<file path="src/source/pi1_pkg.sv">
`default_nettype none

// definitions shared by every agent on the peripheral interconnect
package pi1_pkg;

	// width of a data word in bits
	localparam int ARCHBITSZ = 32;

	// addresses are word addresses, so the two byte offset bits are dropped
	localparam int ADDRBITSZ = 30;

	// one select bit per byte lane of a data word
	localparam int SELBITSZ = 4;

	// operation codes carried on the op lines
	// the swap writes the new data and hands back the word that was there before
	typedef enum logic [1:0] {
		PI1_NOOP = 2'b00,
		PI1_WROP = 2'b01,
		PI1_RDOP = 2'b10,
		PI1_RWOP = 2'b11
	} pi1_op_t;

	// everything a requester holds steady until it sees rdy
	// 2 + 30 + 32 + 4 bits, 68 in all
	typedef struct packed {
		pi1_op_t op;
		logic [ADDRBITSZ-1:0] addr;
		logic [ARCHBITSZ-1:0] data;
		logic [SELBITSZ-1:0] sel;
	} pi1_req_t;

	// a request with nothing to do, used on idle slave links
	localparam pi1_req_t PI1_REQ_IDLE = '{
		op: PI1_NOOP,
		addr: '0,
		data: '0,
		sel: '0
	};

endpackage

`default_nettype wire

</file>
<file path="src/source/map_pkg.sv">
`default_nettype none

// address map of the subsystem, all in word addresses
package map_pkg;

	import pi1_pkg::*;

	// the uart sits just below the memory so that the memory starts at byte 0x1000
	localparam logic [ADDRBITSZ-1:0] UART_BASE = 30'h3FE;
	localparam int unsigned UART_MAPSZ = 2;

	// word 0x400 is byte address 0x1000
	localparam logic [ADDRBITSZ-1:0] RAM_BASE = 30'h400;
	localparam int unsigned RAM_MAPSZ = 1024;

	// index of the slave a request is routed to
	typedef logic [1:0] slv_idx_t;

	localparam slv_idx_t SLV_UART = 2'd0;
	localparam slv_idx_t SLV_RAM = 2'd1;

	// catches every address that no slave claims
	localparam slv_idx_t SLV_INVALID = 2'd2;

endpackage

`default_nettype wire

</file>
<file path="src/source/pi1_if.sv">
`default_nettype none

// one link between the router and a single slave
interface pi1_if ();

	import pi1_pkg::*;

	// operation, word address, write data and byte selects from the router
	pi1_req_t req;

	// read data, only meaningful in the cycle where rdy is high
	logic [ARCHBITSZ-1:0] rdata;

	// one cycle pulse that ends the transaction
	logic rdy;

	// the router side issues requests and waits for rdy
	modport master (
		output req,
		input rdata,
		input rdy
	);

	// the slave side answers them
	modport slave (
		input req,
		output rdata,
		output rdy
	);

endinterface

`default_nettype wire

</file>
<file path="src/source/pi1_router.sv">
`default_nettype none

// routes the single master port onto one of the slaves
// only one transaction is in flight at a time
module pi1_router (
	input wire logic clk_i,
	input wire logic rst_n_i,
	input wire pi1_pkg::pi1_req_t req_i,
	output logic [pi1_pkg::ARCHBITSZ-1:0] data_o,
	output logic rdy_o,
	output logic err_o,
	pi1_if.master uart_bus,
	pi1_if.master ram_bus
);

	import pi1_pkg::*;
	import map_pkg::*;

	typedef enum logic {
		IDLE,
		BUSY
	} state_t;

	state_t state_q;
	pi1_req_t req_q;
	slv_idx_t slv_q;
	logic accept;
	logic slv_rdy;
	logic [ARCHBITSZ-1:0] slv_rdata;

	// map a word address to the slave that owns it
	function automatic slv_idx_t decode(input logic [ADDRBITSZ-1:0] addr);
		slv_idx_t idx;
		idx = SLV_INVALID;
		if (addr >= UART_BASE && addr < UART_BASE + UART_MAPSZ) begin
			idx = SLV_UART;
		end else if (addr >= RAM_BASE && addr < RAM_BASE + RAM_MAPSZ) begin
			idx = SLV_RAM;
		end
		return idx;
	endfunction

	// the master still holds its op in the cycle where rdy_o is high,
	// so nothing new is taken until that cycle is over
	assign accept = (state_q == IDLE) && !rdy_o && (req_i.op != PI1_NOOP);

	// response of the selected slave
	// the invalid device is always ready and reads as zero
	always_comb begin
		case (slv_q)
			SLV_UART: begin
				slv_rdy = uart_bus.rdy;
				slv_rdata = uart_bus.rdata;
			end
			SLV_RAM: begin
				slv_rdy = ram_bus.rdy;
				slv_rdata = ram_bus.rdata;
			end
			default: begin
				slv_rdy = 1'b1;
				slv_rdata = '0;
			end
		endcase
	end

	// only the selected link sees the latched request, the other one idles
	always_comb begin
		uart_bus.req = PI1_REQ_IDLE;
		ram_bus.req = PI1_REQ_IDLE;
		if (state_q == BUSY && slv_q == SLV_UART) begin
			uart_bus.req = req_q;
		end
		if (state_q == BUSY && slv_q == SLV_RAM) begin
			ram_bus.req = req_q;
		end
	end

	// the FSM leaves BUSY on the edge where the slave's rdy is seen,
	// which also drops the slave op to NOOP for the next cycle
	always_ff @(posedge clk_i) begin
		if (!rst_n_i) begin
			state_q <= IDLE;
			rdy_o <= 1'b0;
			err_o <= 1'b0;
		end else begin
			rdy_o <= 1'b0;
			err_o <= 1'b0;
			case (state_q)
				IDLE: begin
					if (accept) begin
						state_q <= BUSY;
					end
				end
				BUSY: begin
					if (slv_rdy) begin
						state_q <= IDLE;
						rdy_o <= 1'b1;
						err_o <= (slv_q == SLV_INVALID);
					end
				end
				default: state_q <= IDLE;
			endcase
		end
	end

	// latched request, decoded index and registered read data
	always_ff @(posedge clk_i) begin
		if (accept) begin
			req_q <= req_i;
			slv_q <= decode(req_i.addr);
		end
		if (state_q == BUSY && slv_rdy) begin
			data_o <= slv_rdata;
		end
	end

	// the two slave links must never be active together
	a_one_slave: assert property (@(posedge clk_i) disable iff (!rst_n_i)
		!(uart_bus.req.op != PI1_NOOP && ram_bus.req.op != PI1_NOOP));

	// each transaction ends with exactly one rdy pulse on the master port
	a_rdy_pulse: assert property (@(posedge clk_i) disable iff (!rst_n_i)
		rdy_o |=> !rdy_o);

endmodule

`default_nettype wire

</file>
<file path="src/flat_wrapper.sv">
// flat-port wrapper written by rule: the top's interface ports become plain ports
module pi1_router_flat import pi1_pkg::*; import map_pkg::*;
  (clk_i, rst_n_i, req_i, data_o, rdy_o, err_o, uart_bus_req, uart_bus_rdata, uart_bus_rdy, ram_bus_req, ram_bus_rdata, ram_bus_rdy);
  pi1_if uart_bus_i ();
  pi1_if ram_bus_i ();
  input wire logic clk_i;
  input wire logic rst_n_i;
  input wire pi1_pkg::pi1_req_t req_i;
  output logic [pi1_pkg::ARCHBITSZ-1:0] data_o;
  output logic rdy_o;
  output logic err_o;
  output wire logic [$bits(uart_bus_i.req)-1:0] uart_bus_req;
  input wire logic [$bits(uart_bus_i.rdata)-1:0] uart_bus_rdata;
  input wire logic [$bits(uart_bus_i.rdy)-1:0] uart_bus_rdy;
  output wire logic [$bits(ram_bus_i.req)-1:0] ram_bus_req;
  input wire logic [$bits(ram_bus_i.rdata)-1:0] ram_bus_rdata;
  input wire logic [$bits(ram_bus_i.rdy)-1:0] ram_bus_rdy;
  assign uart_bus_req = uart_bus_i.req;
  assign uart_bus_i.rdata = uart_bus_rdata;
  assign uart_bus_i.rdy = uart_bus_rdy;
  assign ram_bus_req = ram_bus_i.req;
  assign ram_bus_i.rdata = ram_bus_rdata;
  assign ram_bus_i.rdy = ram_bus_rdy;
  pi1_router u_core (.clk_i(clk_i), .rst_n_i(rst_n_i), .req_i(req_i), .data_o(data_o), .rdy_o(rdy_o), .err_o(err_o), .uart_bus(uart_bus_i), .ram_bus(ram_bus_i));
endmodule
</file>
<file path="config.mk">
export PLATFORM = sky130hd
export DESIGN_NAME = pi1_router_flat
export DESIGN_NICKNAME = d
export VERILOG_FILES = /design/src/source/pi1_pkg.sv /design/src/source/map_pkg.sv /design/src/source/pi1_if.sv /design/src/source/pi1_router.sv /design/src/flat_wrapper.sv
export SDC_FILE = /design/constraint.sdc
export NUM_CORES = 1
export LEC_CHECK = 0
export BUFFER_PORTS_ARGS = -buffer_cell sky130_fd_sc_hd__buf_2
export CAP_MARGIN = 15
export CORE_MARGIN = 4
export CORE_UTILIZATION = 39
export CTS_CLUSTER_DIAMETER = 120
export DETAILED_ROUTE_END_ITERATION = 6
export GPL_ROUTABILITY_DRIVEN = 1
export PLACE_DENSITY = 0.78
export SLEW_MARGIN = 15
export SYNTH_ARGS = -nofsm -noshare
export SYNTH_HDL_FRONTEND = slang
export SYNTH_SLANG_ARGS = --single-unit
</file>
<file path="constraint.sdc">
create_clock -name clk_i -period 6.39 [get_ports clk_i]
set_clock_uncertainty 0.1 [all_clocks]
set_input_delay 1.278 -clock clk_i [delete_from_list [all_inputs] [get_ports clk_i]]
set_output_delay 1.278 -clock clk_i [all_outputs]
set_load 0.05 [all_outputs]
</file>
==> impl_metrics.yaml <==
clock_tree:
  cts.sinks: 105
  post_cts.repair.setup_buffers: 0
  htree_levels: 3
  ctsHoldBuffers: 0
  cts_inserted_buffers: 9
  cts_resized: 0
  clockBufferDepth: 2
  cts_root_buf: "clkbuf_16"
  clock_latency_ns: 0.33
  clkTransAtPathRegs_ns: 0.06
  cts_tree: "done"
logic_synthesis:
  syn_nets: 489
  postSynthAreaPerCell_um2: 13.5
  synth_seq_cells: 105
  synthCells: 353
  netlist_area_um2: 4780
  synth_cell_types: 24
  synth_top_area_share: 0.641
  synth_area_leader_cell: "edfxtp_1"
  yosysWarnings: 0
  synth_sequential_area_ratio: 0.654
  yosys-top-cells-area: "edfxtp_1, and2_1, mux2i_1"
min_path:
  hold_class: "reg2reg"
sta:
  final_hold_viol_count: 0
  setup_viol: 0
  max_freq_ghz: 0.257
  period_needed_ns: 3.89
  setup_tns_ns: 0
  slew_headroom: 0.330
  slew_viol_final: 0
  tightest_slew_ns: 1.00
  period_share: 0.609
  rsz0062_at_grt: "no"
  worst_slack_ns: 2.50
pwr:
  power_density_nw_per_um2: 230
  p_total_uw: 1530
  vdd_drop_max_v: 0.000133
  power_leakage_uw: 0.00331
critical_path:
  setup.worst_path.start_class: "flip-flop"
  endpoint: "ram_bus_req[51]"
  crit_required_ns: 5.01
  r2r_start: "u_core.slv_q[0]"
  crit_start: "u_core.slv_q[0]"
  worstPathMaxFanout: 68
  reg2reg_slack_ns: 3.78
  cpMaxStageDelayCell: "edfxtp_1"
  cp.arrival_ns: 2.51
  path_cells: "and3_4 -> and2_1 -> buf_2"
  slowest_delay_ns: 1.01
  worst_r2r_endpoint: "u_core.data_o[29]"
  critPathKind: "reg2out"
  worst-r2r-cell-count: 5
  cp-end-kind: "primary output"
drt:
  remaining_drc_errors: 0
  wl_per_cell_um: 16.1
  drt_iter0_drc: 125
  final_antenna_net_count: 0
  wirelength_mm: 12.9
  firstDrtPassIters: 5
  vias: 3731
  viasPerCell: 4.65
final_layout:
  layout-drive-gt1-share: 0.563
  syn_to_final_growth_pct: 39.5
  final_cell_mix: "buf_2, edfxtp_1, and2_1"
  n_antenna_cell: 0
  n_fill_cell: 1022
  fin_nets: 788
  final_common_cell: "buf_2"
global_routing:
  antenna_found_initial: 0
  grt_pass1_vias: 3813
  busiest_layer: "met2"
  met3_usage: 0.0584
  grt_pass1_wl_mm: 19.6
  grt.overflow.total: 0
  grt.met1_usage: 0.184
  grt_usage: 0.176
  met2_usage: 0.322
  grt_max_degree: 72
placed_design:
  io_buffers: 305
  hpwl_mm: 10.1
  place_congestion: 0.802
  place_ws_ns: 2.83
run:
  drv_cap: 0
floorplanning:
  pin_count: 306
  coreArea_um2: 12000
  die_width_um: 119
  core.rowCount: 40
  die_h_um: 119
  die_area_um2: 14100
  initial_utilization: 0.398
outcome:
  status: "completed"
[power by group]
part           leakage, µW  switching [µW]  internal (µW)
Sequential         0.00102            27.0            821
Clock             0.000139             226            300
Combinational      0.00215             101           55.8
[cells by family (layout without fill, tap and decap cells)]
family / count (synthesis) / count (layout) / share of synthesized area
multiplexers: 32 / 32 / 0.0671
AO/OA/AOI/OAI: 4 / 4 / 0.00655
flip-flops: 105 / 105 / 0.654
buffers and inverters: 24 / 327 / 0.0330
AND/OR/NAND/NOR: 188 / 188 / 0.240
[registers in the layout, summed over array words and instances (netlist names)]
| register | count |
|---|---|
| u_core.data_o | 32 |
| u_core.rdy_o | 1 |
| u_core.state_q | 1 |
| u_core.err_o | 1 |
| u_core.slv_q | 2 |
| u_core.req_q | 68 |
[how the worst min path moves through the flow]
stage	from	to	slack (ns)	cells after the start
finish	u_core.state_q	u_core.rdy_o	0.46	2
floorplan	u_core.state_q	u_core.rdy_o	0.38	2
global placement	u_core.state_q	u_core.rdy_o	0.43	2
global route	u_core.state_q	u_core.rdy_o	0.48	2
detailed placement	u_core.state_q	u_core.rdy_o	0.46	2
CTS	u_core.state_q	u_core.rdy_o	0.47	2
[stage by stage]
step | cell area, µm² | hold WS, ns | instances | util
finish | 6670 | 0.461 | 803 | 0.555
CTS | 6670 | 0.473 | 803 | 0.555
detailed placement | 6390 | 0.458 | 788 | 0.532
global placement | 6390 | 0.427 | 788 | 0.532
global route | 6670 | 0.480 | 803 | 0.555
floorplan | 4780 | 0.382 | 353 | -
[cells in the mapped netlist (all sizes together)]
library cell	instances
and2	136
edfxtp	102
nor2	35
mux2i	32
buf	11
clkbuf	11
nor3	5
nor4	4
dfxtp	3
and3	2
inv	2
nand2	2
a2111oi	1
a211oi	1
and4	1
nand3	1
nand4	1
nor2b	1
o211ai	1
o21a	1
[per-layer routing]
layer	vias to the layer above	wire length, µm
met3	24	1180
met1	1706	4710
met4	0	305
li1	1805	-
met5	-	0
met2	196	6730
[worst max-delay path: cells and delay by family, from the launching register on]
family                 cells  cell delay (ns)
flip-flops                 1             1.01
buffers and inverters      1             0.26
AND/OR/NAND/NOR            2             0.86
[final cells by class]
type,count,area [µm²],share of cell area
sequential,105,3120,0.468
timing repair buffer,310,1560,0.235
multi-input combinational,224,1510,0.227
clock buffer,11,233,0.0349
tap,147,184,0.0276
clock inverter,4,45.0,0.00676
inverter,2,7.51,0.00113
No activity file was read; power rests on OpenSTA's default activity.
