### src/source/pi1_pkg.sv
`default_nettype none

// definitions shared by every agent on the peripheral interconnect
package pi1_pkg;

	// width of a data word in bits
	localparam int ARCHBITSZ = 32;

	// addresses are word addresses, so the two byte offset bits are dropped
	localparam int ADDRBITSZ = 30;

	// one select bit per byte lane of a data word
	localparam int SELBITSZ = 4;

	// operation codes carried on the op lines
	// the swap writes the new data and hands back the word that was there before
	typedef enum logic [1:0] {
		PI1_NOOP = 2'b00,
		PI1_WROP = 2'b01,
		PI1_RDOP = 2'b10,
		PI1_RWOP = 2'b11
	} pi1_op_t;

	// everything a requester holds steady until it sees rdy
	// 2 + 30 + 32 + 4 bits, 68 in all
	typedef struct packed {
		pi1_op_t op;
		logic [ADDRBITSZ-1:0] addr;
		logic [ARCHBITSZ-1:0] data;
		logic [SELBITSZ-1:0] sel;
	} pi1_req_t;

	// a request with nothing to do, used on idle slave links
	localparam pi1_req_t PI1_REQ_IDLE = '{
		op: PI1_NOOP,
		addr: '0,
		data: '0,
		sel: '0
	};

endpackage

`default_nettype wire

### src/source/map_pkg.sv
`default_nettype none

// address map of the subsystem, all in word addresses
package map_pkg;

	import pi1_pkg::*;

	// the uart sits just below the memory so that the memory starts at byte 0x1000
	localparam logic [ADDRBITSZ-1:0] UART_BASE = 30'h3FE;
	localparam int unsigned UART_MAPSZ = 2;

	// word 0x400 is byte address 0x1000
	localparam logic [ADDRBITSZ-1:0] RAM_BASE = 30'h400;
	localparam int unsigned RAM_MAPSZ = 1024;

	// index of the slave a request is routed to
	typedef logic [1:0] slv_idx_t;

	localparam slv_idx_t SLV_UART = 2'd0;
	localparam slv_idx_t SLV_RAM = 2'd1;

	// catches every address that no slave claims
	localparam slv_idx_t SLV_INVALID = 2'd2;

endpackage

`default_nettype wire

### src/source/pi1_if.sv
`default_nettype none

// one link between the router and a single slave
interface pi1_if ();

	import pi1_pkg::*;

	// operation, word address, write data and byte selects from the router
	pi1_req_t req;

	// read data, only meaningful in the cycle where rdy is high
	logic [ARCHBITSZ-1:0] rdata;

	// one cycle pulse that ends the transaction
	logic rdy;

	// the router side issues requests and waits for rdy
	modport master (
		output req,
		input rdata,
		input rdy
	);

	// the slave side answers them
	modport slave (
		input req,
		output rdata,
		output rdy
	);

endinterface

`default_nettype wire

### src/source/pi1_uart.sv
`default_nettype none

// transmit only uart
// word 0 takes bytes to send, word 1 reads back the status
module pi1_uart #(
	parameter int BUFSZ = 2,
	parameter int CLKDIV = 4
) (
	input wire logic clk_i,
	input wire logic rst_n_i,
	pi1_if.slave bus,
	output logic tx_o
);

	import pi1_pkg::*;
	import map_pkg::*;

	localparam int PTRW = (BUFSZ > 1) ? $clog2(BUFSZ) : 1;
	localparam int CNTW = $clog2(BUFSZ + 1);
	localparam int DIVW = (CLKDIV > 1) ? $clog2(CLKDIV) : 1;

	logic [7:0] fifo_q [BUFSZ];
	logic [PTRW-1:0] wr_ptr_q;
	logic [PTRW-1:0] rd_ptr_q;
	logic [CNTW-1:0] count_q;
	logic [ADDRBITSZ-1:0] offset;
	logic req_live;
	logic is_write;
	logic is_push;
	logic stall;
	logic push;
	logic pop;
	logic full;
	logic tx_idle;
	logic [7:0] free_slots;
	logic [ARCHBITSZ-1:0] status;
	logic [9:0] shift_q;
	logic [3:0] bit_cnt_q;
	logic [DIVW-1:0] div_q;
	logic busy_q;

	// wrap a FIFO pointer at BUFSZ, which need not be a power of two
	function automatic logic [PTRW-1:0] next_ptr(input logic [PTRW-1:0] ptr);
		logic [PTRW-1:0] nxt;
		nxt = (ptr == PTRW'(BUFSZ - 1)) ? '0 : ptr + 1'b1;
		return nxt;
	endfunction

	assign offset = bus.req.addr - UART_BASE;

	// the op is still held in the cycle where rdy is high, so ignore it there
	assign req_live = (bus.req.op != PI1_NOOP) && !bus.rdy;
	assign is_write = (bus.req.op == PI1_WROP) || (bus.req.op == PI1_RWOP);
	assign is_push = req_live && !offset[0] && is_write && bus.req.sel[0];

	// a push into a full FIFO waits here, which back-pressures the master
	assign stall = is_push && full;
	assign push = is_push && !full;
	assign pop = !busy_q && (count_q != '0);

	assign full = (count_q == CNTW'(BUFSZ));
	assign tx_idle = (count_q == '0) && !busy_q;
	assign free_slots = 8'(BUFSZ - count_q);
	assign status = {16'h0000, free_slots, 6'b000000, tx_idle, full};

	always_ff @(posedge clk_i) begin
		if (!rst_n_i) begin
			bus.rdy <= 1'b0;
		end else begin
			bus.rdy <= req_live && !stall;
		end
	end

	// only reads and swaps of word 1 return something other than zero
	always_ff @(posedge clk_i) begin
		if (req_live && !stall) begin
			if (offset[0] && bus.req.op inside {PI1_RDOP, PI1_RWOP}) begin
				bus.rdata <= status;
			end else begin
				bus.rdata <= '0;
			end
		end
	end

	always_ff @(posedge clk_i) begin
		if (push) begin
			fifo_q[wr_ptr_q] <= bus.req.data[7:0];
		end
	end

	always_ff @(posedge clk_i) begin
		if (!rst_n_i) begin
			wr_ptr_q <= '0;
			rd_ptr_q <= '0;
			count_q <= '0;
		end else begin
			if (push) begin
				wr_ptr_q <= next_ptr(wr_ptr_q);
			end
			if (pop) begin
				rd_ptr_q <= next_ptr(rd_ptr_q);
			end
			case ({push, pop})
				2'b10: count_q <= count_q + 1'b1;
				2'b01: count_q <= count_q - 1'b1;
				default: count_q <= count_q;
			endcase
		end
	end

	// bit timing of the serializer, ten bits of CLKDIV cycles each
	always_ff @(posedge clk_i) begin
		if (!rst_n_i) begin
			busy_q <= 1'b0;
			bit_cnt_q <= '0;
			div_q <= '0;
		end else if (pop) begin
			busy_q <= 1'b1;
			bit_cnt_q <= '0;
			div_q <= '0;
		end else if (busy_q) begin
			if (div_q == DIVW'(CLKDIV - 1)) begin
				div_q <= '0;
				bit_cnt_q <= bit_cnt_q + 1'b1;
				// the stop bit is the tenth and last one
				if (bit_cnt_q == 4'd9) begin
					busy_q <= 1'b0;
				end
			end else begin
				div_q <= div_q + 1'b1;
			end
		end
	end

	// frame is start bit, data lsb first, then stop bit, sent from bit 0 upward
	always_ff @(posedge clk_i) begin
		if (pop) begin
			shift_q <= {1'b1, fifo_q[rd_ptr_q], 1'b0};
		end else if (busy_q && div_q == DIVW'(CLKDIV - 1)) begin
			shift_q <= {1'b1, shift_q[9:1]};
		end
	end

	// line idles high between frames
	assign tx_o = busy_q ? shift_q[0] : 1'b1;

	a_fifo_bound: assert property (@(posedge clk_i) disable iff (!rst_n_i)
		count_q <= CNTW'(BUFSZ));

endmodule

`default_nettype wire

### src/flat_wrapper.sv
// flat-port wrapper written by rule: the top's interface ports become plain ports
module pi1_uart_flat import pi1_pkg::*; import map_pkg::*;
#(
	parameter int BUFSZ = 2,
	parameter int CLKDIV = 4
)
  (clk_i, rst_n_i, tx_o, bus_req, bus_rdata, bus_rdy);
  pi1_if bus_i ();
  input wire logic clk_i;
  input wire logic rst_n_i;
  output logic tx_o;
  input wire logic [$bits(bus_i.req)-1:0] bus_req;
  output wire logic [$bits(bus_i.rdata)-1:0] bus_rdata;
  output wire logic [$bits(bus_i.rdy)-1:0] bus_rdy;
  assign bus_i.req = bus_req;
  assign bus_rdata = bus_i.rdata;
  assign bus_rdy = bus_i.rdy;
  pi1_uart #(.BUFSZ(BUFSZ), .CLKDIV(CLKDIV)) u_core (.clk_i(clk_i), .rst_n_i(rst_n_i), .bus(bus_i), .tx_o(tx_o));
endmodule
### config.mk
export PLATFORM = sky130hd
export DESIGN_NAME = pi1_uart_flat
export DESIGN_NICKNAME = d
export VERILOG_FILES = /design/src/source/pi1_pkg.sv /design/src/source/map_pkg.sv /design/src/source/pi1_if.sv /design/src/source/pi1_uart.sv /design/src/flat_wrapper.sv
export SDC_FILE = /design/constraint.sdc
export NUM_CORES = 1
export LEC_CHECK = 0
export BUFFER_PORTS_ARGS = -buffer_cell sky130_fd_sc_hd__buf_4
export CAP_MARGIN = 20
export CORE_MARGIN = 3
export CORE_UTILIZATION = 48
export CTS_CLUSTER_DIAMETER = 150
export DETAILED_ROUTE_END_ITERATION = 8
export GPL_ROUTABILITY_DRIVEN = 0
export GPL_TIMING_DRIVEN = 0
export PLACE_DENSITY = 0.85
export SETUP_SLACK_MARGIN = 0.2
export SYNTH_ARGS = -nofsm -noshare
export SYNTH_HDL_FRONTEND = slang
export SYNTH_SLANG_ARGS = --single-unit
export TNS_END_PERCENT = 100
### constraint.sdc
create_clock -name clk_i -period 4.6 [get_ports clk_i]
set_input_delay 0.23 -clock clk_i [delete_from_list [all_inputs] [get_ports clk_i]]
set_output_delay 0.23 -clock clk_i [all_outputs]
set_load 0.02 [all_outputs]
==> results of run 1 <==
stage by stage:
step	instances	utilization [%]	total power [mW]	hold slack, ns
2_1_floorplan	185	-	0.770	0.329
3_3_place_gp	258	60.6	0.837	0.415
3_5_place_dp	258	60.6	0.849	0.418
4_1_cts	266	62.9	1.09	0.105
5_1_grt	266	62.9	1.15	0.0969
6_report	266	62.9	1.07	0.114
worst paths after layout:
path | cells after the start | from | end | slack [ns]
min reg2reg | 1 | u_core.bus.rdy$_SDFF_PN0_ | u_core.bus.rdy$_SDFF_PN0_ | 0.48
max reg2reg | 7 | u_core.count_q[0]$_SDFFE_PN0P_ | u_core.count_q[1]$_SDFFE_PN0P_ | 2.46
max | 7 | u_core.count_q[0]$_SDFFE_PN0P_ | u_core.count_q[1]$_SDFFE_PN0P_ | 2.46
min | 1 | bus_req[4] | u_core.fifo_q[1][0]$_DFFE_PP_ | 0.11
cell families (layout without fill, tap and decap cells):
group	Yosys count	count (layout)	share of synthesized area (%)
and+or+nand+nor	46	46	12.6
DFF	43	43	57.8
xor gates and xnor gates	5	5	2.20
other	1	22	0.188
buffers and inverters	36	69	12.7
AOI/OAI and AO/OA	15	15	4.59
muxes	11	11	5.53
adders and majority gates	7	7	4.40
where the power goes:
group,internal (mW),switching [mW],total [mW]
sequential,0.495,0.0275,0.523
clock,0.105,0.125,0.231
combinational,0.145,0.175,0.320
total,0.746,0.328,1.07
registers in the layout, indices dropped and copies added (netlist names), 2 cells and up, named ones only:
name and count:
u_core.bit_cnt_q 4, u_core.bus.rdata 5, u_core.count_q 2, u_core.div_q 2, u_core.fifo_q 16, u_core.shift_q 9
layer usage:
layer	wire, um	share of wire, %	vias to the layer above
li1	-	-	613
met1	1170	40	540
met2	1520	52	40
met3	213	7.3	4
met4	24	0.82	0
met5	0	0	-
layout by cell type, fill, tap and decap left out:
cell type / count
sky130_fd_sc_hd__nand3_1: 2
sky130_fd_sc_hd__a211oi_2: 1
sky130_fd_sc_hd__edfxtp_1: 29
sky130_fd_sc_hd__clkinv_2: 1
sky130_fd_sc_hd__nand2_4: 3
sky130_fd_sc_hd__nand4b_1: 2
sky130_fd_sc_hd__or2_4: 1
sky130_fd_sc_hd__xor2_1: 1
sky130_fd_sc_hd__buf_6: 1
sky130_fd_sc_hd__clkbuf_8: 5
sky130_fd_sc_hd__o21ai_0: 10
sky130_fd_sc_hd__nor4b_1: 1
sky130_fd_sc_hd__nor2_1: 12
sky130_fd_sc_hd__a21boi_2: 1
sky130_fd_sc_hd__ha_1: 7
sky130_fd_sc_hd__buf_4: 54
sky130_fd_sc_hd__mux2i_1: 11
sky130_fd_sc_hd__inv_1: 5
sky130_fd_sc_hd__nand2_1: 13
sky130_fd_sc_hd__xnor2_1: 4
sky130_fd_sc_hd__a21boi_1: 1
sky130_fd_sc_hd__clkbuf_2: 1
sky130_fd_sc_hd__or2b_1: 1
sky130_fd_sc_hd__nand2b_1: 1
sky130_fd_sc_hd__clkinvlp_4: 2
sky130_fd_sc_hd__and3_1: 3
sky130_fd_sc_hd__conb_1: 22
sky130_fd_sc_hd__dfxtp_1: 14
sky130_fd_sc_hd__and2_1: 4
sky130_fd_sc_hd__or3_1: 2
sky130_fd_sc_hd__nor3b_1: 1
sky130_fd_sc_hd__a21oi_1: 2
layout make-up:
class                           instances  area, sq um
Clock buffer                            5         68.8
Fill cell                             308         1420
Sequential cell                        43         1150
Tap cell                               48         60.1
Inverter                                5         18.8
Clock inverter                          3         20.0
Buffer                                 31          234
Timing Repair Buffer                   25          188
Multi-Input combinational cell        106          666
==> results.md, run 1 <==
* Required time of the worst setup path at 4.83 ns
* Slew HR at between 50% and 60%
* Worst IR Drop VDD at 0.000328 V
* Final cycle utilization of the critical path at a little under half
* Crit path capture type: register
* Dominant register cell in the synthesized netlist: sky130_fd_sc_hd__edfxtp_1
* Quantity of gates resized following cts at 0
* Clock tree root buffer cell: sky130_fd_sc_hd__clkbuf_8
* H-Tree Depth at 2
* Number of buffers added on ports at 25
* Wire length of the first global-routing pass at about 5 mm
* Post-synthesis sequential area ratio at between 50% and 60%
* TritonCTS Buffers at 5
* Number of sinks driven by the clock tree at 43
* Post-CTS setup buffer count at 0
* Initial Util at 52.0%
* Top-Level Pins at between 100 and 150
* Buffers plus inverters on the worst setup path at 1
* Area post-placement at 2320 sq um
* Synthesized area divided by synthesized cell count at approximately 12 sq um
* Pre-antenna DRT Iters at 4
* Clk slew on worst S/H paths at 0.08 ns
* Worst Hold Class: input port to register
* First DRT Iteration DRCs at 31
* Clock latency on the worst-skew pair at 0.29 ns
* Gate count after technology mapping at ~160
* Most used cell, CP: sky130_fd_sc_hd__ha_1
* Global-route usage over all layers at around an eighth
* Post-route clock skew at about 0.0040 ns
* Post-synthesis cell area at between 1500 and 2000 sq um
* Met2 GRT Util at 22.1%
* Highest fanout seen on the critical path at 4
* Commonest cells in the netlist: 29 x sky130_fd_sc_hd__buf_4, 29 x sky130_fd_sc_hd__edfxtp_1, 14 x sky130_fd_sc_hd__dfxtp_1
* Placeable core region at 3830 sq um
* Fin area at about 2400 sq um
* Number of enable flip-flop cells after synthesis at 29
* Number of cell rows at 22
* Vias in the first global route at about 1200
* Gate family responsible for the most delay along the worst path: simple AND/OR/NAND/NOR gates
* Transition time at the pin with the least slew margin at approximately 0.65 ns
* Number of antenna violations at the first check in global routing at 0
* Arrival time reported for the critical path endpoint at roughly 2.4 ns
* Die Wd at roughly 70 um
* Number of max-cap violations at 0
* Startpoint type of the worst setup path: register
* Total via count in the routed design at about 1200
* DRC violation count after routing at 0
* Post-route worst setup slack at ~2.5 ns
* Post-detailed-route wirelength per cell at roughly 11 um
* Number of different library cells in the post-synthesis netlist at 29
* Synth warn at 0
* Layout cell share with drive strength beyond 1 at approximately a third
* Longest individual stage delay on the worst path at between 0.4 and 0.5 ns
* Post-route antenna net violation count at 0
* DP Worst Slack at 2.48 ns
* Maximum number of buffers from clock root to sink at 2
* Largest area contributor in the netlist: sky130_fd_sc_hd__edfxtp_1
* Fraction of synthesis flops using an asynchronous set or reset pin at 0%
* Fin. Hold Viols at 0
* CTS Hold Bufs at 0
* Pins over their slew limit at 0
* TritonCTS clock tree: built
* Layout area overhead at 20.9%
* Shortest period the worst path allows at approximately 2.1 ns
* Final #Nets at 294
* Via density per instance at roughly 4.5
* Result of the run: completed
* GR Overflow Total at 0
* LEAKAGE at ~1.0 nW
* Post-synth top area share at 43.7%
* Die Y at roughly 70 um
* Most utilized layer in the global route result: met2
* Total routed wirelength at roughly 2.9 mm
* Final setup viols at 0
* Total Negative Setup Slacks at 0 ns
* M1 GR Usage at between 15 and 20%
* Number of antenna repair diodes at 0
* Met3 track demand over resource in global routing at under 10%
* Largest net degree at the start of global routing at 15
* Cell with the biggest individual delay on the critical path: sky130_fd_sc_hd__dfxtp_1
* Register bit total from synthesis at 43
* Die Footprint at 4960 sq um
* Crit-path cells: inv_1 -> ha_1 -> nor4b_1 -> nand2_1 -> ha_1 -> or3_1 -> a21boi_1
* Leading post-synthesis cells by cell area: sky130_fd_sc_hd__edfxtp_1 44%, sky130_fd_sc_hd__dfxtp_1 14%, sky130_fd_sc_hd__buf_4 11%
* Setup CP Type: register to register
* RSZ-0062 raised after global routing: no
* Half-perimeter wire length of the detailed placement result at about 2.2 mm
* Maximum frequency from static timing analysis at between 0.4 and 0.5 GHz
* Power density normalized to cell area at roughly 450 nW/um^2
Note: power is estimated with default switching activity, not from simulation.
==> run 2: changes to the inputs <==
- CORE_UTILIZATION: 48 -> 40
- PLACE_DENSITY: 0.85 -> 0.76
- clock period: 4.6 -> 1.7 ns (I/O delays scaled with it)
==> run 2 against run 1 <==
The run now ends with setup timing left. Largest power group unchanged. Die area up 18%. Non-clock buffer count increased by 20. Register-to-register slack got worse by 2.5 ns. Fmax grew 24%. Setup slack got worse by 2.5 ns. Sequential power increased to 2.7 times the previous value. Total power rose to 3.0 times the previous value. Count of clock-buffer cells in the layout grew 1. Sequential share of layout area shrank 5.3 points. Routed wire length grew 17%. Global-route usage is 0.80 points lower. Clock power grew to 2.7 times the previous value.
==> results.md, run 2 (synthesized netlist as in run 1, its figures left out) <==
* Fin cells at ~310
* Power density normalized to cell area at ~1200 nW/um^2
* Final cycle utilization of the critical path at 101%
* Total routed wirelength at 3.42 mm
* Wire length of the first global-routing pass at between 5 and 6 mm
* Number of sinks driven by the clock tree at 43
* Die Y at between 70 and 80 um
* Maximum number of buffers from clock root to sink at 2
* Fin. Hold Viols at 0
* Final #Nets at between 300 and 400
* Total via count in the routed design at between 1000 and 1500
* Seq. cell area at 1160 sq um
* Die Wd at roughly 77 um
* Maximum frequency from static timing analysis at between 0.5 and 0.6 GHz
* Largest regs: u_core.fifo_q (16), u_core.shift_q (9), u_core.bus.rdata (5)
* Post-route clock skew at ~0.0068 ns
* Layout cell share with drive strength beyond 1 at about 40%
* Vias in the first global route at roughly 1200
* GR Overflow Total at 0
* Timing startpoint of the critical path: u_core.count_q[0]$_SDFFE_PN0P_
* First DRT Iteration DRCs at 46
* Area post-placement at approximately 2400 sq um
* Post-detailed-route wirelength per cell at about 11 um
* Register with the most flip-flops: u_core.fifo_q
* Flip-flop count of the largest register, all copies and words added at 16
* Multi-input logic area at between 700 and 800 sq um
* Destination of the critical timing path: u_core.fifo_q[0][2]$_DFFE_PP_
* Startpoint type of the worst setup path: register
* TritonCTS Buffers at 5
* Setup CP Type: register to register
* Highest fanout seen on the critical path at 8
* Layout area overhead at 36.8%
* Most frequent standard cell in the layout excluding fill and tap cells: sky130_fd_sc_hd__buf_4
* DRC violation count after routing at 0
* Initial Util at a little over two fifths
* Register-to-register path setup slack at -0.02 ns
* Post-route antenna net violation count at 0
* LEAKAGE at between 1 and 1.5 nW
* Cells on worst reg2reg path at 7
* Worst Hold Class: input port to register
* Crit path capture type: register
* Placeable core region at 4750 sq um
* Number of antenna repair diodes at 0
* Result of the run: complete, but fails checks
* Crit Reg-Reg Startpoint: u_core.count_q[0]$_SDFFE_PN0P_
* Die Footprint at about 6000 sq um
* Pre-antenna DRT Iters at 4
* Top-Level Pins at ~100
* Final-layout fill cell count at just under 400
* Global-route usage over all layers at approximately 12%
* Clock latency on the worst-skew pair at 0.30 ns
* Commonest cells after routing, fill and taps aside: 62 x sky130_fd_sc_hd__buf_4, 29 x sky130_fd_sc_hd__edfxtp_1, 22 x sky130_fd_sc_hd__conb_1, 12 x sky130_fd_sc_hd__nand2_1, 12 x sky130_fd_sc_hd__dfxtp_1
* Failing checks: setup timing
* Post-route worst setup slack at -0.0240 ns
* Final setup viols at 17
* Via density per instance at approximately 4.2
* Half-perimeter wire length of the detailed placement result at roughly 2.4 mm
* Hold path depth at 2
* Clock tree root buffer cell: sky130_fd_sc_hd__clkbuf_8
* RSZ-0062 raised after global routing: yes
* Worst reg2reg path endpoint: u_core.fifo_q[0][2]$_DFFE_PP_
* Total power of the final layout at around 3.3 mW
* Required time of the worst setup path at approximately 1.7 ns
* Fin area at around 2700 sq um
* Number of cell rows at 25
* Worst IR Drop VDD at 0.000622 V
* Clk slew on worst S/H paths at approximately 0.080 ns
* Number of antenna violations at the first check in global routing at 0
* Dpl cells at between 200 and 300
* Number of buffers added on ports at 25
* H-Tree Depth at 2
* TritonCTS clock tree: built
* Pins over their slew limit at 0
* Number of max-cap violations at 0
* Arrival time reported for the critical path endpoint at roughly 1.7 ns
* Largest net degree at the start of global routing at 14
* Shortest period the worst path allows at around 1.7 ns
run 2: changes by cell type in the layout (fill, tap and decap cells not counted), sizes merged:
| cell | delta |
|---|---|
| clkinvlp | -1 |
| dlygate4sd3 | +8 |
| buf | +12 |
| clkbuf | +1 |
run 2: cell type report:
| cell class | count | share of cell area (%) |
|---|---|---|
| clock inverter | 2 | 0.459 |
| multi-input combinational | 106 | 27.7 |
| timing repair buffer | 45 | 13.7 |
| inverter | 5 | 1.15 |
| buffer | 31 | 8.73 |
| sequential | 43 | 42.5 |
| clock buffer | 6 | 2.66 |
| tap | 67 | 3.08 |
run 2: how the worst min path moves through the flow:
stage	start	slack (ns)	to
floorplan	bus_req[4]	0.18	u_core.fifo_q[0][0]$_DFFE_PP_
global route	rst_n_i	0.10	register
finish	rst_n_i	0.1	register
CTS	rst_n_i	0.09	register
detailed placement	bus_req[11]	0.27	u_core.fifo_q[0][7]$_DFFE_PP_
global placement	bus_req[9]	0.27	u_core.fifo_q[0][5]$_DFFE_PP_
run 2: power breakdown:
| group | total (mW) | internal (mW) | switching, mW | leakage (nW) |
|---|---|---|---|---|
| clock | 0.631 | 0.287 | 0.344 | 0.0412 |
| combinational | 1.20 | 0.612 | 0.589 | 0.724 |
| sequential | 1.42 | 1.35 | 0.0735 | 0.388 |
| total | 3.25 | 2.25 | 1.01 | 1.15 |
run 2: worst max-delay path, stage by stage (launching register included):
cell	delay [ns]
sky130_fd_sc_hd__dfxtp_4	0.36
sky130_fd_sc_hd__inv_4	0.05
sky130_fd_sc_hd__ha_4	0.16
sky130_fd_sc_hd__nor4b_4	0.22
sky130_fd_sc_hd__nand2_2	0.12
sky130_fd_sc_hd__buf_4	0.16
sky130_fd_sc_hd__buf_6	0.11
sky130_fd_sc_hd__nor2_4	0.23
run 2: stage by stage:
stage	util [%]	worst slack [ns]	TNS (ns)	hold slack (ns)
final	57.3	-0.0240	-0.241	0.0962
after global routing	57.3	-0.0971	-1.42	0.102
after CTS	56.6	-0.0260	-0.0260	0.0852
after detailed placement	50.5	-0.102	-0.690	0.273
after global placement	50.5	-0.0657	-0.0657	0.270
after floorplan	-	-0.00138	-0.00138	0.184
run 2: per-layer routing:
layer	vias to the layer above	GRT usage [%]	part of all wire, %	routed length, um
li1	663	-	-	-
met1	582	14.4	42	1430
met2	30	21.3	52	1790
met3	6	3.55	4.1	140
met4	0	5.98	1.8	60
met5	-	0	0	0
run 2: what timing repair did:
| action | in CTS | in global routing |
|---|---|---|
| setup buffers | 9 | 3 |
| endpoints found under the setup margin | 23 | 32 |
| resized for setup | 12 | 4 |
| cloned | 0 | 0 |
| hold buffers | 8 | 0 |
| pin swaps | 6 | 6 |
| endpoints found under the hold margin | 16 | 0 |
==> run 3: changes to the inputs <==
- CORE_UTILIZATION: 40 -> 45
- PLACE_DENSITY: 0.76 -> 0.81
- clock period: 1.7 -> 1.9 ns (I/O delays scaled with it)
==> run 3 against run 2 <==
Non-clock buffer count down 6. Worst hold slack about the same. Fmax down 1.1%. Sequential power down 11%. Critical path type unchanged. The run now ends clean. Core utilization up 5.9 points. Largest cell class unchanged. Clock power down 8.1%. Critical path depth up 1.
==> results.md, run 3 (synthesized netlist as in run 1, its figures left out) <==
* Result of the run: completed
* Commonest cells after routing, fill and taps aside: 60 x sky130_fd_sc_hd__buf_4, 29 x sky130_fd_sc_hd__edfxtp_1, 22 x sky130_fd_sc_hd__conb_1, 12 x sky130_fd_sc_hd__nand2_1, 12 x sky130_fd_sc_hd__dfxtp_1
* Total routed wirelength at 3.30 mm
* Number of antenna repair diodes at 0
* Share of total power in combinational logic at between 30% and 40%
* TritonCTS clock tree: built
* Required time of the worst setup path at 2.12 ns
* Flip-flop count of the largest register, all copies and words added at 16
* Initial Util at about half
* Cells on worst reg2reg path at 8
* Gate family responsible for the most delay along the worst path: simple AND/OR/NAND/NOR gates
* Setup CP Type: register to register
* Fin cells at about 280
* Final setup viols at 0
* Multi-input logic area at approximately 730 sq um
* Half-perimeter wire length of the detailed placement result at ~2.1 mm
* Clock latency on the worst-skew pair at around 0.29 ns
* Buffers plus inverters on the worst setup path at 1
* Via density per instance at approximately 4.4
* Number of cells on the critical path at 8
* Longest individual stage delay on the worst path at 0.37 ns
* Maximum number of buffers from clock root to sink at 2
* Fin. Hold Viols at 0
* First DRT Iteration DRCs at 17
* Part of the total power dissipated in the clock network at about a fifth
* Shortest period the worst path allows at between 1.5 and 2 ns
* Number of antenna violations at the first check in global routing at 0
* Placeable core region at a little over 4000 sq um
* DRC violation count after routing at 0
* Wire length of the first global-routing pass at 5.18 mm
* Die Y at about 73 um
* GR Overflow Total at 0
* Cell with the biggest individual delay on the critical path: sky130_fd_sc_hd__dfxtp_4
* LEAKAGE at approximately 1.1 nW
* Number of max-cap violations at 0
* Layout area overhead at 31.6%
* Worst IR Drop VDD at around 0.00091 V
* Crit path capture type: register
* Clk slew on worst S/H paths at ~0.08 ns
* Proportion of power drawn by flip-flops and latches at 44.8%
* Post-route clock skew at around 0.0053 ns
* Register with the most flip-flops: u_core.fifo_q
* Crit-path cells: inv_4 -> ha_4 -> nor4b_4 -> nand2_2 -> ha_4 -> xnor2_1 -> or3_1 -> a21boi_1
* Post-route antenna net violation count at 0
* Number of sinks driven by the clock tree at 43
* H-Tree Depth at 2
* Worst Hold Class: input port to register
* Number of buffers added on ports at 25
* Top-Level Pins at approximately 100
* Layout cell share with drive strength beyond 1 at 37.9%
* Total Negative Setup Slacks at 0 ns
* Dpl cells at 260
* Highest fanout seen on the critical path at 4
* Final cycle utilization of the critical path at about nine tenths
* Arrival time reported for the critical path endpoint at between 1.5 and 2 ns
* Seq. cell area at approximately 1200 sq um
* Total via count in the routed design at approximately 1200
* Number of cell rows at 23
* End-of-flow core utilization at a little over three fifths
* Hold path depth at 2
* Most used cell, CP: sky130_fd_sc_hd__ha_4
* TritonCTS Buffers at 5
* Global-route usage over all layers at roughly an eighth
* Internal cell power at just under 2 mW
* Switching power as a share of total power at a little under a third
* Final-layout fill cell count at 303
* Power density normalized to cell area at ~1100 nW/um^2
* Largest regs: u_core.fifo_q (16), u_core.shift_q (9), u_core.bus.rdata (5)
* Switch Pwr at slightly below 0.9 mW
* Vias in the first global route at 1200
* Worst Hold Margin at 0.0962 ns
* Startpoint type of the worst setup path: register
* Post-detailed-route wirelength per cell at 11.7 um
* Die Footprint at 5260 sq um
* Clock tree root buffer cell: sky130_fd_sc_hd__clkbuf_8
* Maximum frequency from static timing analysis at approximately 0.57 GHz
* Die Wd at 72.5 um
* Pins over their slew limit at 0
* Final #Nets at between 300 and 400
* RSZ-0062 raised after global routing: yes
* Largest net degree at the start of global routing at 16
* Pre-antenna DRT Iters at 4
* Most frequent standard cell in the layout excluding fill and tap cells: sky130_fd_sc_hd__buf_4
==> run 3: changes by cell type in the layout (fill, tap and decap cells not counted), sizes merged <==
cell,delta
clkinv,-1
inv,+1
clkinvlp,+1
buf,-6
clkbuf,-1
==> run 3: worst paths after layout <==
| check | slack [ns] | to | start |
|---|---|---|---|
| worst max register to register | 0.16 | u_core.count_q[1]$_SDFFE_PN0P_ | u_core.count_q[0]$_SDFFE_PN0P_ |
| worst min register to register | 0.49 | u_core.bit_cnt_q[3]$_SDFFE_PP0P_ | u_core.bit_cnt_q[3]$_SDFFE_PP0P_ |
| worst min-delay path | 0.1 | u_core.count_q[0]$_SDFFE_PN0P_ | rst_n_i |
| worst max-delay path | 0.16 | u_core.count_q[1]$_SDFFE_PN0P_ | u_core.count_q[0]$_SDFFE_PN0P_ |
==> run 3: repair_timing <==
| action | 4_1_cts | 5_1_grt |
|---|---|---|
| hold buffers | 8 | 0 |
| gates cloned | 0 | 0 |
| pin swaps | 1 | 1 |
| endpoints found under the setup margin | 17 | 17 |
| gates resized for setup | 14 | 0 |
| buffers inserted | 6 | 0 |
| endpoints found under the hold margin | 16 | 0 |
==> run 3: routing by layer <==
metal	vias up	part of all wire (%)	track usage, %
met1	557	37	12.9
met4	0	2.9	8.20
li1	643	-	-
met5	-	0	0
met3	9	6.1	4.43
met2	37	54	24.1
==> run 3: power by group through the flow <==
stage	registers, mW	logic [mW]	clock network, mW
2_1_floorplan	1.30	0.605	0
5_1_grt	1.29	1.06	0.630
3_3_place_gp	1.28	0.793	0
6_report	1.27	0.984	0.580
3_5_place_dp	1.29	0.810	0
4_1_cts	1.27	0.969	0.600
==> run 3: cell type report <==
cell class	instances	area share, %
plain buffers	31	9.08
flip-flops and latches	43	44.2
multi-input cells	106	27.7
inverters	5	1.10
repair buffers	39	11.9
clock buffers	5	2.63
well taps	50	2.39
clock inverters	3	0.908
==> run 3: through the flow <==
stage | power [mW] | setup slack (ns) | cell area [sq um]
2_1_floorplan | 1.90 | 0.185 | 2100
3_3_place_gp | 2.07 | -0.0411 | 2350
3_5_place_dp | 2.10 | -0.0648 | 2350
4_1_cts | 2.84 | 0.161 | 2620
5_1_grt | 2.99 | 0.0503 | 2620
6_report | 2.84 | 0.156 | 2620
